[src/rtl/route_pkg.sv]
`default_nettype none

package route_pkg;

	// one memory word, used for IDs, battery levels and Q values
	typedef logic [15:0] word_t;
	typedef logic [10:0] addr_t;

	// neighbor table columns, entry i at base + i
	localparam addr_t NBR_ID_BASE = 11'h048;
	localparam addr_t NBR_CLUSTER_BASE = 11'h0C8;
	localparam addr_t NBR_BATTERY_BASE = 11'h148;
	localparam addr_t NBR_Q_BASE = 11'h1C8;

	// number of known neighbors
	localparam addr_t NBR_COUNT_ADDR = 11'h68A;

	localparam int TABLE_SLOTS = 64;

	// reward terms
	localparam word_t HOP_COST = 16'd1;
	localparam word_t CLUSTER_PENALTY = 16'd16;

	// lfsr state after reset, must be nonzero
	localparam word_t LFSR_SEED = 16'hACE1;

	// owner of the external memory port
	typedef enum logic [1:0] {
		PHASE_LEARN,
		PHASE_BEST,
		PHASE_POLICY
	} phase_t;

endpackage

`default_nettype wire

[src/rtl/mem_port_if.sv]
`timescale 1ns/1ps
`default_nettype none

// one word-wide memory port between a phase and the arbiter
interface mem_port_if;

	route_pkg::addr_t address;
	logic wr_en;
	route_pkg::word_t wdata;
	// read data, one cycle after the address
	route_pkg::word_t rdata;

	modport requester (
		output address,
		output wr_en,
		output wdata,
		input rdata
	);

	modport grant (
		input address,
		input wr_en,
		input wdata,
		output rdata
	);

endinterface

`default_nettype wire

[src/rtl/find_best_hop.sv]
`timescale 1ns/1ps
`default_nettype none

module find_best_hop #(
	parameter route_pkg::word_t BATTERY_MIN = 16'h2000
) (
	input wire clock,
	input wire nrst,
	input wire start,
	mem_port_if.requester mem,
	output logic [5:0] best_index,
	output logic best_valid,
	output route_pkg::word_t nbr_count,
	output logic done
);

	typedef enum logic [2:0] {
		B_IDLE, B_CNT_REQ, B_CNT_RD, B_BAT_REQ, B_BAT_RD, B_Q_REQ, B_Q_RD, B_DONE
	} state_t;

	state_t state;
	logic [5:0] idx;
	logic battery_ok;
	logic scan_last;
	route_pkg::word_t best_q;

	assign scan_last = (route_pkg::word_t'(idx) + 16'd1 >= nbr_count) ||
		(idx == 6'(route_pkg::TABLE_SLOTS - 1));

	always_ff @(posedge clock) begin
		if (!nrst) begin
			state <= B_IDLE;
			idx <= '0;
			best_valid <= 1'b0;
			nbr_count <= '0;
		end else begin
			case (state)
				B_IDLE: begin
					if (start) begin
						best_valid <= 1'b0;
						state <= B_CNT_REQ;
					end
				end
				B_CNT_REQ: state <= B_CNT_RD;
				B_CNT_RD: begin
					nbr_count <= mem.rdata;
					idx <= '0;
					state <= (mem.rdata == '0) ? B_DONE : B_BAT_REQ;
				end
				B_BAT_REQ: state <= B_BAT_RD;
				B_BAT_RD: begin
					battery_ok <= (mem.rdata >= BATTERY_MIN);
					state <= B_Q_REQ;
				end
				B_Q_REQ: state <= B_Q_RD;
				B_Q_RD: begin
					// strict compare, so a tie keeps the lower index
					if (battery_ok && (!best_valid || mem.rdata < best_q)) begin
						best_q <= mem.rdata;
						best_index <= idx;
						best_valid <= 1'b1;
					end
					if (scan_last) begin
						state <= B_DONE;
					end else begin
						idx <= idx + 6'd1;
						state <= B_BAT_REQ;
					end
				end
				B_DONE: state <= B_IDLE;
				default: state <= B_IDLE;
			endcase
		end
	end

	always_comb begin
		case (state)
			B_BAT_REQ: mem.address = route_pkg::NBR_BATTERY_BASE + route_pkg::addr_t'(idx);
			B_Q_REQ: mem.address = route_pkg::NBR_Q_BASE + route_pkg::addr_t'(idx);
			default: mem.address = route_pkg::NBR_COUNT_ADDR;
		endcase
	end

	// read only
	assign mem.wr_en = 1'b0;
	assign mem.wdata = '0;
	assign done = (state == B_DONE);

endmodule

`default_nettype wire

[src/rtl/learn_costs.sv]
`timescale 1ns/1ps
`default_nettype none

module learn_costs #(
	parameter route_pkg::word_t MY_NODE_ID = 16'd3,
	parameter int MAX_NEIGHBORS = 64
) (
	input wire clock,
	input wire nrst,
	input wire start,
	input wire route_pkg::word_t src_id,
	input wire route_pkg::word_t src_battery,
	input wire route_pkg::word_t src_value,
	input wire route_pkg::word_t src_cluster,
	mem_port_if.requester mem,
	output logic done
);

	typedef enum logic [2:0] {
		L_IDLE, L_CNT_REQ, L_CNT_RD, L_ID_REQ, L_ID_RD, L_MISS, L_WRITE, L_DONE
	} state_t;

	state_t state;
	logic [5:0] idx;
	logic [2:0] wstep;
	logic append;
	logic scan_last;
	route_pkg::word_t count;
	route_pkg::word_t pkt_id, pkt_battery, pkt_value, pkt_cluster;
	route_pkg::addr_t slot;

	assign slot = route_pkg::addr_t'(idx);
	// last stored entry, or the end of the table
	assign scan_last = (route_pkg::word_t'(idx) + 16'd1 >= count) ||
		(idx == 6'(route_pkg::TABLE_SLOTS - 1));

	always_ff @(posedge clock) begin
		if (!nrst) begin
			state <= L_IDLE;
			idx <= '0;
			wstep <= '0;
			append <= 1'b0;
		end else begin
			case (state)
				L_IDLE: begin
					if (start) begin
						pkt_id <= src_id;
						pkt_battery <= src_battery;
						pkt_value <= src_value;
						pkt_cluster <= src_cluster;
						// own echo, nothing to learn
						state <= (src_id == MY_NODE_ID) ? L_DONE : L_CNT_REQ;
					end
				end
				L_CNT_REQ: state <= L_CNT_RD;
				L_CNT_RD: begin
					count <= mem.rdata;
					idx <= '0;
					state <= (mem.rdata == '0) ? L_MISS : L_ID_REQ;
				end
				L_ID_REQ: state <= L_ID_RD;
				L_ID_RD: begin
					if (mem.rdata == pkt_id) begin
						append <= 1'b0;
						wstep <= '0;
						state <= L_WRITE;
					end else if (scan_last) begin
						state <= L_MISS;
					end else begin
						idx <= idx + 6'd1;
						state <= L_ID_REQ;
					end
				end
				L_MISS: begin
					// new neighbor goes in the first free slot
					if (count < MAX_NEIGHBORS) begin
						idx <= count[5:0];
						append <= 1'b1;
						wstep <= '0;
						state <= L_WRITE;
					end else begin
						state <= L_DONE;
					end
				end
				L_WRITE: begin
					if (wstep == (append ? 3'd4 : 3'd2))
						state <= L_DONE;
					else
						wstep <= wstep + 3'd1;
				end
				L_DONE: state <= L_IDLE;
				default: state <= L_IDLE;
			endcase
		end
	end

	// write order: cluster, battery, Q, then ID and count on append
	always_comb begin
		mem.address = route_pkg::NBR_COUNT_ADDR;
		mem.wdata = '0;
		case (state)
			L_ID_REQ: mem.address = route_pkg::NBR_ID_BASE + slot;
			L_WRITE: begin
				case (wstep)
					3'd0: begin
						mem.address = route_pkg::NBR_CLUSTER_BASE + slot;
						mem.wdata = pkt_cluster;
					end
					3'd1: begin
						mem.address = route_pkg::NBR_BATTERY_BASE + slot;
						mem.wdata = pkt_battery;
					end
					3'd2: begin
						mem.address = route_pkg::NBR_Q_BASE + slot;
						mem.wdata = pkt_value;
					end
					3'd3: begin
						mem.address = route_pkg::NBR_ID_BASE + slot;
						mem.wdata = pkt_id;
					end
					default: mem.wdata = count + 16'd1;
				endcase
			end
			default: ;
		endcase
	end

	assign mem.wr_en = (state == L_WRITE);
	assign done = (state == L_DONE);

endmodule

`default_nettype wire

[src/rtl/mem_arbiter.sv]
`timescale 1ns/1ps
`default_nettype none

module mem_arbiter (
	input wire clock,
	input wire nrst,
	input wire done_learn,
	input wire done_best,
	input wire done_reward,
	mem_port_if.grant learn_port,
	mem_port_if.grant best_port,
	mem_port_if.grant policy_port,
	output route_pkg::addr_t address,
	output logic wr_en,
	output route_pkg::word_t mem_data_in,
	input wire route_pkg::word_t mem_data_out,
	output logic learn_ready
);

	route_pkg::phase_t phase;

	// only the active phase's done moves the owner on
	always_ff @(posedge clock) begin
		if (!nrst) begin
			phase <= route_pkg::PHASE_LEARN;
		end else begin
			case (phase)
				route_pkg::PHASE_LEARN: if (done_learn) phase <= route_pkg::PHASE_BEST;
				route_pkg::PHASE_BEST: if (done_best) phase <= route_pkg::PHASE_POLICY;
				route_pkg::PHASE_POLICY: if (done_reward) phase <= route_pkg::PHASE_LEARN;
				default: phase <= route_pkg::PHASE_LEARN;
			endcase
		end
	end

	always_comb begin
		case (phase)
			route_pkg::PHASE_LEARN: begin
				address = learn_port.address;
				wr_en = learn_port.wr_en;
				mem_data_in = learn_port.wdata;
			end
			route_pkg::PHASE_BEST: begin
				address = best_port.address;
				wr_en = best_port.wr_en;
				mem_data_in = best_port.wdata;
			end
			route_pkg::PHASE_POLICY: begin
				address = policy_port.address;
				wr_en = policy_port.wr_en;
				mem_data_in = policy_port.wdata;
			end
			default: begin
				address = '0;
				wr_en = 1'b0;
				mem_data_in = '0;
			end
		endcase
	end

	assign learn_port.rdata = mem_data_out;
	assign best_port.rdata = mem_data_out;
	assign policy_port.rdata = mem_data_out;

	// a new packet is taken only while no later phase owns memory
	assign learn_ready = (phase == route_pkg::PHASE_LEARN);

endmodule

`default_nettype wire

[src/rtl/route_node.sv]
`timescale 1ns/1ps
`default_nettype none

module route_node #(
	parameter route_pkg::word_t MY_NODE_ID = 16'd3,
	parameter route_pkg::word_t MY_CLUSTER_ID = 16'd1,
	parameter int EPSILON = 32,
	parameter route_pkg::word_t BATTERY_MIN = 16'h2000,
	parameter int MAX_NEIGHBORS = 64
) (
	input wire clock,
	input wire nrst,
	input wire en,
	input wire route_pkg::word_t src_id,
	input wire route_pkg::word_t src_battery,
	input wire route_pkg::word_t src_value,
	input wire route_pkg::word_t src_cluster,
	input wire route_pkg::word_t mem_data_out,
	output route_pkg::addr_t address,
	output logic wr_en,
	output route_pkg::word_t mem_data_in,
	output route_pkg::word_t next_hop,
	output route_pkg::word_t reward_out,
	output logic done_reward
);

	logic done_learn;
	logic done_best;
	logic learn_ready;
	logic best_valid;
	logic [5:0] best_index;
	route_pkg::word_t nbr_count;

	mem_port_if learn_port ();
	mem_port_if best_port ();
	mem_port_if policy_port ();

	learn_costs #(
		.MY_NODE_ID(MY_NODE_ID),
		.MAX_NEIGHBORS(MAX_NEIGHBORS)
	) u_learn_costs (
		.clock(clock),
		.nrst(nrst),
		.start(en && learn_ready),
		.src_id(src_id),
		.src_battery(src_battery),
		.src_value(src_value),
		.src_cluster(src_cluster),
		.mem(learn_port.requester),
		.done(done_learn)
	);

	find_best_hop #(
		.BATTERY_MIN(BATTERY_MIN)
	) u_find_best_hop (
		.clock(clock),
		.nrst(nrst),
		.start(done_learn),
		.mem(best_port.requester),
		.best_index(best_index),
		.best_valid(best_valid),
		.nbr_count(nbr_count),
		.done(done_best)
	);

	winner_policy #(
		.MY_CLUSTER_ID(MY_CLUSTER_ID),
		.EPSILON(EPSILON)
	) u_winner_policy (
		.clock(clock),
		.nrst(nrst),
		.start(done_best),
		.best_index(best_index),
		.best_valid(best_valid),
		.nbr_count(nbr_count),
		.mem(policy_port.requester),
		.next_hop(next_hop),
		.reward_out(reward_out),
		.done(done_reward)
	);

	mem_arbiter u_mem_arbiter (
		.clock(clock),
		.nrst(nrst),
		.done_learn(done_learn),
		.done_best(done_best),
		.done_reward(done_reward),
		.learn_port(learn_port.grant),
		.best_port(best_port.grant),
		.policy_port(policy_port.grant),
		.address(address),
		.wr_en(wr_en),
		.mem_data_in(mem_data_in),
		.mem_data_out(mem_data_out),
		.learn_ready(learn_ready)
	);

endmodule

`default_nettype wire

[src/rtl/winner_policy.sv]
`timescale 1ns/1ps
`default_nettype none

module winner_policy #(
	parameter route_pkg::word_t MY_CLUSTER_ID = 16'd1,
	parameter int EPSILON = 32
) (
	input wire clock,
	input wire nrst,
	input wire start,
	input wire [5:0] best_index,
	input wire best_valid,
	input wire route_pkg::word_t nbr_count,
	mem_port_if.requester mem,
	output route_pkg::word_t next_hop,
	output route_pkg::word_t reward_out,
	output logic done
);

	typedef enum logic [2:0] {
		P_IDLE, P_MOD, P_RD_ID, P_RD_Q, P_RD_CL, P_FINISH, P_DONE
	} state_t;

	state_t state;
	logic [15:0] lfsr;
	logic [15:0] lfsr_next;
	logic feedback;
	logic explore;
	route_pkg::word_t rem;
	route_pkg::word_t hop_id;
	route_pkg::word_t hop_q;
	route_pkg::word_t penalty;
	route_pkg::addr_t slot;

	// fibonacci lfsr, taps 16 14 13 11
	assign feedback = lfsr[15] ^ lfsr[13] ^ lfsr[12] ^ lfsr[10];
	assign lfsr_next = {lfsr[14:0], feedback};

	// decided on the stepped value
	assign explore = (int'(lfsr_next[7:0]) < EPSILON) || !best_valid;

	// rem is below the count once the reads start
	assign slot = route_pkg::addr_t'(rem);

	// in P_FINISH the read data is the chosen entry's cluster
	assign penalty = (mem.rdata != MY_CLUSTER_ID) ? route_pkg::CLUSTER_PENALTY : 16'd0;

	always_ff @(posedge clock) begin
		if (!nrst) begin
			state <= P_IDLE;
			lfsr <= route_pkg::LFSR_SEED;
			next_hop <= '0;
			reward_out <= '0;
		end else begin
			case (state)
				P_IDLE: begin
					if (start) begin
						lfsr <= lfsr_next;
						rem <= explore ? route_pkg::word_t'(lfsr_next[13:8]) :
							route_pkg::word_t'(best_index);
						if (nbr_count == '0) begin
							next_hop <= '0;
							reward_out <= '0;
							state <= P_DONE;
						end else begin
							state <= P_MOD;
						end
					end
				end
				// remainder by repeated subtraction
				P_MOD: begin
					if (rem >= nbr_count)
						rem <= rem - nbr_count;
					else
						state <= P_RD_ID;
				end
				P_RD_ID: state <= P_RD_Q;
				P_RD_Q: begin
					hop_id <= mem.rdata;
					state <= P_RD_CL;
				end
				P_RD_CL: begin
					hop_q <= mem.rdata;
					state <= P_FINISH;
				end
				P_FINISH: begin
					next_hop <= hop_id;
					reward_out <= hop_q + route_pkg::HOP_COST + penalty;
					state <= P_DONE;
				end
				P_DONE: state <= P_IDLE;
				default: state <= P_IDLE;
			endcase
		end
	end

	// back-to-back reads of ID, Q and cluster
	always_comb begin
		case (state)
			P_RD_ID: mem.address = route_pkg::NBR_ID_BASE + slot;
			P_RD_Q: mem.address = route_pkg::NBR_Q_BASE + slot;
			P_RD_CL: mem.address = route_pkg::NBR_CLUSTER_BASE + slot;
			default: mem.address = route_pkg::NBR_COUNT_ADDR;
		endcase
	end

	assign mem.wr_en = 1'b0;
	assign mem.wdata = '0;
	assign done = (state == P_DONE);

endmodule

`default_nettype wire

[config.mk]
export PLATFORM = sky130hd
export DESIGN_NAME = route_node
export DESIGN_NICKNAME = d
export VERILOG_FILES = /design/src/rtl/route_pkg.sv /design/src/rtl/mem_port_if.sv /design/src/rtl/find_best_hop.sv /design/src/rtl/learn_costs.sv /design/src/rtl/mem_arbiter.sv /design/src/rtl/route_node.sv /design/src/rtl/winner_policy.sv
export SDC_FILE = /design/constraint.sdc
export NUM_CORES = 1
export LEC_CHECK = 0
export ABC_CLOCK_PERIOD_IN_PS = 4100
export BUFFER_PORTS_ARGS = -buffer_cell sky130_fd_sc_hd__buf_2
export CAP_MARGIN = 20
export CORE_ASPECT_RATIO = 1.2
export CORE_MARGIN = 3
export CORE_UTILIZATION = 45
export DETAILED_ROUTE_END_ITERATION = 16
export GPL_ROUTABILITY_DRIVEN = 0
export PLACE_DENSITY_LB_ADDON = 0.05
export SLEW_MARGIN = 20
export SYNTH_ARGS = -nofsm -noshare
export SYNTH_HDL_FRONTEND = slang
export SYNTH_SLANG_ARGS = --single-unit
[constraint.sdc]
create_clock -name clock -period 4.1 [get_ports clock]
set_input_delay 0 -clock clock [delete_from_list [all_inputs] [get_ports clock]]
set_output_delay 0 -clock clock [all_outputs]
set_load 0.05 [all_outputs]
# [Word level (Yosys, flattened, before mapping)]
# Cells that the tools add are included.
[classes] add_sub_neg=18 n_mul=0 n_div=0 n_lt_le_gt_ge=7 eq_ne=48 n_shift=0 muxes=55 bitwise=3 reduce_logical=38
[op_table] operator="16-bit two-way mux" n=6
[op_table] operator="16-bit case mux with 2 select lines" n=3
[op_table] operator="11-bit case mux with 3 select lines" n=2
[op_table] operator="16-bit case mux with 4 select lines" n=1
[op_table] operator="16-bit >= comparator" n=3
[op_table] operator="3-bit two-way mux" n=16
[op_table] operator="3-bit case mux with 8 select lines" n=2
[op_table] operator="11-bit case mux with 2 select lines" n=2
[op_table] operator="11-bit case mux with 4 select lines" n=1
[op_table] operator="9-bit by 6-bit adder with 10-bit output (first input constant)" n=4
[op_table] operator="3-bit equality test (second input constant)" n=11
[op_table] operator="16-bit by 1-bit adder with 16-bit output (second input constant)" n=2
[op_table] operator="16-bit zero test" n=2
[op_table] operator="6-bit two-way mux" n=5
[op_table] operator="3-bit by 2-bit equality test with 1-bit output (second input constant)" n=8
[op_table] operator="2-bit != test (second input constant)" n=10
[op_table] operator="3-bit case mux with 6 select lines" n=1
[op_table] operator="6-bit case mux with 3 select lines" n=1
[op_table] operator="3-bit AND reduction" n=6
[op_table] operator="16-bit adder" n=1
[op_table] operator="16-bit equality test" n=1
[op_table] operator="16-bit by 2-bit equality test with 1-bit output (second input constant)" n=1
[op_table] operator="16-bit by 14-bit >= comparator with 1-bit output (second input constant)" n=1
[op_table] operator="16-bit < comparator" n=1
[op_table] operator="35 further kinds" n=78
[word_totals] register_bits=243 latch_bits=0 mem_bits_rw=0 romBits=0 input_bits=83 word_cells=193 n_memories=0

# [Depth between registers and ports, before layout]
[depth] word_depth=8 depth_mapped=11 ltp_nobuf=11

# [Cells and area by module]
# A second synthesis with hierarchy kept.
[unflattened] cells_unflattened=1290 area_unflattened_um2=13410.4
[by_module_without_submodules] mod="winner_policy" instances=1 cells_each=478 area_per_inst_um2=4872.2 seq_area_each_um2=2462.4
[by_module_without_submodules] mod="learn_costs" instances=1 cells_each=397 area_per_inst_um2=4650.7 seq_area_each_um2=2662.6
[by_module_without_submodules] mod="find_best_hop" instances=1 cells_each=289 area_per_inst_um2=2816.5 seq_area_each_um2=1211.2
[by_module_without_submodules] mod="mem_arbiter" instances=1 cells_each=125 area_per_inst_um2=1064.8 seq_area_each_um2=40.0
[by_module_without_submodules] mod="route_node" instances=1 cells_each=1 area_per_inst_um2=6.3 seq_area_each_um2=0.0

# [Least setup slack after synthesis]
# Ideal clock, no wire load.
[synth_timing] path_type="register to register" from="reg u_learn_costs.state[0]" to="reg u_learn_costs.pkt_battery[0] (enable)" setup_time_ns=0.486 arrival_ns=3.571 required_time_ns=3.614 path_slack_ns=0.043 stages_incl_launch_ff=4 n_path_buf=1 path_cell_list="dfxtp_1 clkbuf_1 or3_1 nor2_1"
[synth_between] elab_chain_len=2
[synth_rtl] element="start, declared" line="learn_costs.sv:23" text="state_t state;"
[synth_rtl] element="start signal, assigned" line="learn_costs.sv:52" text="state <= (src_id == MY_NODE_ID) ? L_DONE : L_CNT_REQ;"
[synth_rtl] element="start signal, assigned" line="learn_costs.sv:59" text="state <= (mem.rdata == '0) ? L_MISS : L_ID_REQ;"
[synth_rtl] element="3-bit zero test" line="learn_costs.sv:44" text="case (state)"
[synth_rtl] element="3-bit AND reduction (no source line)"
[synth_rtl] element="end signal, assigned" line="learn_costs.sv:48" text="pkt_battery <= src_battery;"
[synth_rtl] element="end, declared" line="learn_costs.sv:29" text="route_pkg::word_t pkt_id, pkt_battery, pkt_value, pkt_cluster;"
# Every way passes these cells.
# A chain may end at the register's enable or synchronous reset.

# [Final worst setup path]
[layout_timing] from="reg u_learn_costs.wstep[2]" to="out address[7]"
[layout_between] elab_chain_len=4 elab_cells_between_ends=7
[layout_rtl] element="start, declared" line="learn_costs.sv:25" text="logic [2:0] wstep;"
[layout_rtl] element="start signal, assigned" line="learn_costs.sv:89" text="wstep <= wstep + 3'd1;"
[layout_rtl] element="3-bit by 2-bit equality test with 1-bit output, or another cell as far along" line="learn_costs.sv:104" text="case (wstep)"
[layout_rtl] element="11-bit case mux with 4 select lines *" line="learn_costs.sv:104"
[layout_rtl] element="11-bit case mux with 2 select lines *" line="learn_costs.sv:101" text="case (state)"
[layout_rtl] element="11-bit case mux with 3 select lines *" line="mem_arbiter.sv:37" text="case (phase)"
[layout_rtl] element="end, declared" line="route_node.sv:19" text="output route_pkg::addr_t address,"
# Every way passes the cells marked *; elsewhere a longest branch is shown, timed or not.

==> metrics.csv <==
metric,value,unit
rsz0062_at_grt,no,
syn2layout_area_growth,22.4,%
async_flop_share,0,
cp.arrival,3.50,ns
synth_edf_count,151,
critPathTopFamily,compound AO/OA/AOI/OAI gates,
ff2ff_path_depth,10,
hold_viol_final,0,
worstMarginPinSlew,1.03,ns
yosys_warnings,0,
wl,34000,µm
design.die.area,0.0290,mm²
worstReg2RegStart,u_winner_policy.rem[0],
vias_per_cell,5.56,
drt_pass1_iterations,7,
setup_viol,0,
syn-instance-count,1162,
drive_gt1_frac,0.157,
path_cells,"inv_1, ha_1, a21oi_1, o211ai_1, o21ai_0, a221oi_1, a41o_1, buf_2",
track_usage,0.235,
post-route-period-util,0.853,
start_kind,register,
hp-start,en,
ys_seq_area_frac,0.525,
max_stage_delay,0.71,ns
first_iter_violations,581,
synth_area_leaders,"edfxtp_1, dfxtp_1, ha_1, nand2_1, xnor2_1",
clk_pin_slew,0.07,ns
die_w,156,µm
cpMaxStageDelayCell,ha_1,
syn_nets,1312,
cp-end-kind,primary output,
num_rows,65,
slew_violations,0,
cts_tree,yes,
post_cts_buffers,0,
grt_max_degree,65,
crit_fanout,30,
maxCapViolCount,0,
finalNetCount,1520,
synth-seq-cells,243,
final_common_cell,edfxtp_1,
port_buffers,143,
synth-main-ff-cell,edfxtp_1,
finalWorstSetupSlack,0.601,ns
setup_total_negative_slack,0,ns
path_class,reg2out,
cts-root-buf,clkbuf_16,
max-vdd-ir-drop,0.000311,V
status,completed,
cts_made_buffers,26,
route.detailed.drc,0,
synth_top_area_cell,edfxtp_1,
grt_pass1_wl,53300,µm
synth_area_per_cell,10.4,µm²
period_needed,3.50,ns
core_area,0.0264,mm²
power_leakage,5.83,nW
post_drt_wl_per_cell,19.7,µm
fmax,0.286,GHz
htreeDepth,1,
grt_pass1_vias,9778,
layout_common_cells,"edfxtp_1, buf_2, nand2_1",
whs_path_depth,4,
worst_ep_required_time,4.10,ns
dp_slack,0.979,ns
syn_area,0.0121,mm²
grt.overflow.total,0,
dp_hpwl,23700,µm
antenna_found_initial,0,
clkLatencyLatePin,0.56,ns
powerDensity,449,mW/mm²
initial_core_util,0.459,
io_pins,144,
clk_path_buf_depth,3,
hp-class,in2reg,
finClkSkew,0.0140,ns
synth.distinct_cells,68,
synth_top_area_frac,0.374,
r2r_end,u_winner_policy.rem[5],
r2r_slack,0.97,ns
slew_headroom,0.307,
die_height,186,µm
ant_nets,0,
antennaDiodeCount,0,
hold_end,u_learn_costs.state[2],
crit_buf_inv,2,
via_count,9583,
cts_sinks,243,
[per-stage QoR]
step	util	total power [mW]	cell area (µm²)	std cells	hold slack, ns
final	0.562	6.67	14900	1725	0.0710
after floorplan	-	3.90	12100	1162	0.0989
after global placement	0.498	4.28	13200	1596	0.176
after CTS	0.562	6.72	14900	1725	0.0470
after detailed placement	0.498	4.29	13200	1596	0.178
after global routing	0.562	7.00	14900	1725	0.109
[metal layers]
metal	vias up	global-route usage	share of wire
met5	-	0	0
met4	0	0.0936	0.041
met3	82	0.0367	0.050
met2	264	0.423	0.50
met1	4517	0.281	0.41
li1	4720	-	-
[cell type report]
| class | instances | area [µm²] |
|---|---|---|
| Clock inverter | 11 | 119 |
| Sequential cell | 243 | 6380 |
| Tap cell | 335 | 419 |
| Timing Repair Buffer | 235 | 1610 |
| Clock buffer | 37 | 753 |
| Fill cell | 2300 | 11600 |
| Multi-Input combinational cell | 801 | 5340 |
| Inverter | 63 | 236 |
[worst max-delay path by stage]
stage / from / to / slack [ns] / cells past startpoint
2_1_floorplan: u_learn_costs.state[0] / u_learn_costs.pkt_battery[0] / 0.04 / 3
3_3_place_gp: u_winner_policy.rem[0] / u_winner_policy.rem[5] / 1.07 / 10
3_5_place_dp: u_winner_policy.rem[0] / u_winner_policy.rem[6] / 0.98 / 10
4_1_cts: u_learn_costs.wstep[2] / address[7] / 0.58 / 8
5_1_grt: u_learn_costs.wstep[2] / address[7] / 0.22 / 8
6_report: u_learn_costs.wstep[2] / address[7] / 0.60 / 8
[logic make-up after synthesis]
| logic type | share of synthesized area |
|---|---|
| compound gates | 0.157 |
| xor+xnor | 0.0440 |
| fa+ha+maj | 0.0697 |
| buf+inv | 0.0375 |
| flops | 0.525 |
| mux | 0.0179 |
| simple gates | 0.148 |
[what timing repair did]
item,in CTS,in global routing
resized for setup,0,0
hold buffers,81,0
endpoints found under the hold margin,154,0
setup endpoints to repair,0,0
[synthesized netlist by cell type (5+ instances only)]
cell and count:
nor4_1 15, nor3b_1 6, nor2b_1 14, o211ai_1 10, nor2_1 55, nand2_1 137, a22o_1 29, xnor2_1 44
o31ai_1 6, o21bai_1 6, xor2_1 17, mux2_2 6, and3_1 9, edfxtp_1 151, a211oi_1 9, nand2b_1 12
nand3b_1 5, o21ai_0 45, dfxtp_1 92, nor3_1 25, inv_1 61, mux2i_1 15, nand3_1 53, a21o_1 10
ha_1 66, or4_1 8, a31oi_1 10, a21oi_1 65, a22oi_1 36, nand4_1 17, clkbuf_1 47, o21a_1 5
a221oi_1 5, a21boi_0 9
[sequential cells by signal, summed over array words and instances, names as in the netlist, 16 cells and up]
signal,cells
u_learn_costs.pkt_battery,16
u_find_best_hop.best_q,16
u_winner_policy.hop_q,16
u_find_best_hop.nbr_count,16
u_learn_costs.pkt_value,16
u_winner_policy.next_hop,16
u_learn_costs.pkt_cluster,16
u_learn_costs.pkt_id,16
u_winner_policy.hop_id,16
u_learn_costs.count,16
u_winner_policy.lfsr,16
u_winner_policy.reward_out,16
u_winner_policy.rem,16
[power breakdown]
group / total [mW] / switching, mW / internal, mW
logic: 1.35 / 0.848 / 0.504
clock network: 2.36 / 1.00 / 1.36
registers: 2.96 / 0.161 / 2.80
total: 6.67 / 2.01 / 4.66
[tightest hold or removal path: stages]
cell and delay, ns:
buf_2 0.09, nor3b_1 0.16, a21oi_1 0.20, o31a_2 0.15
Note: power is estimated with default switching activity, not from simulation.
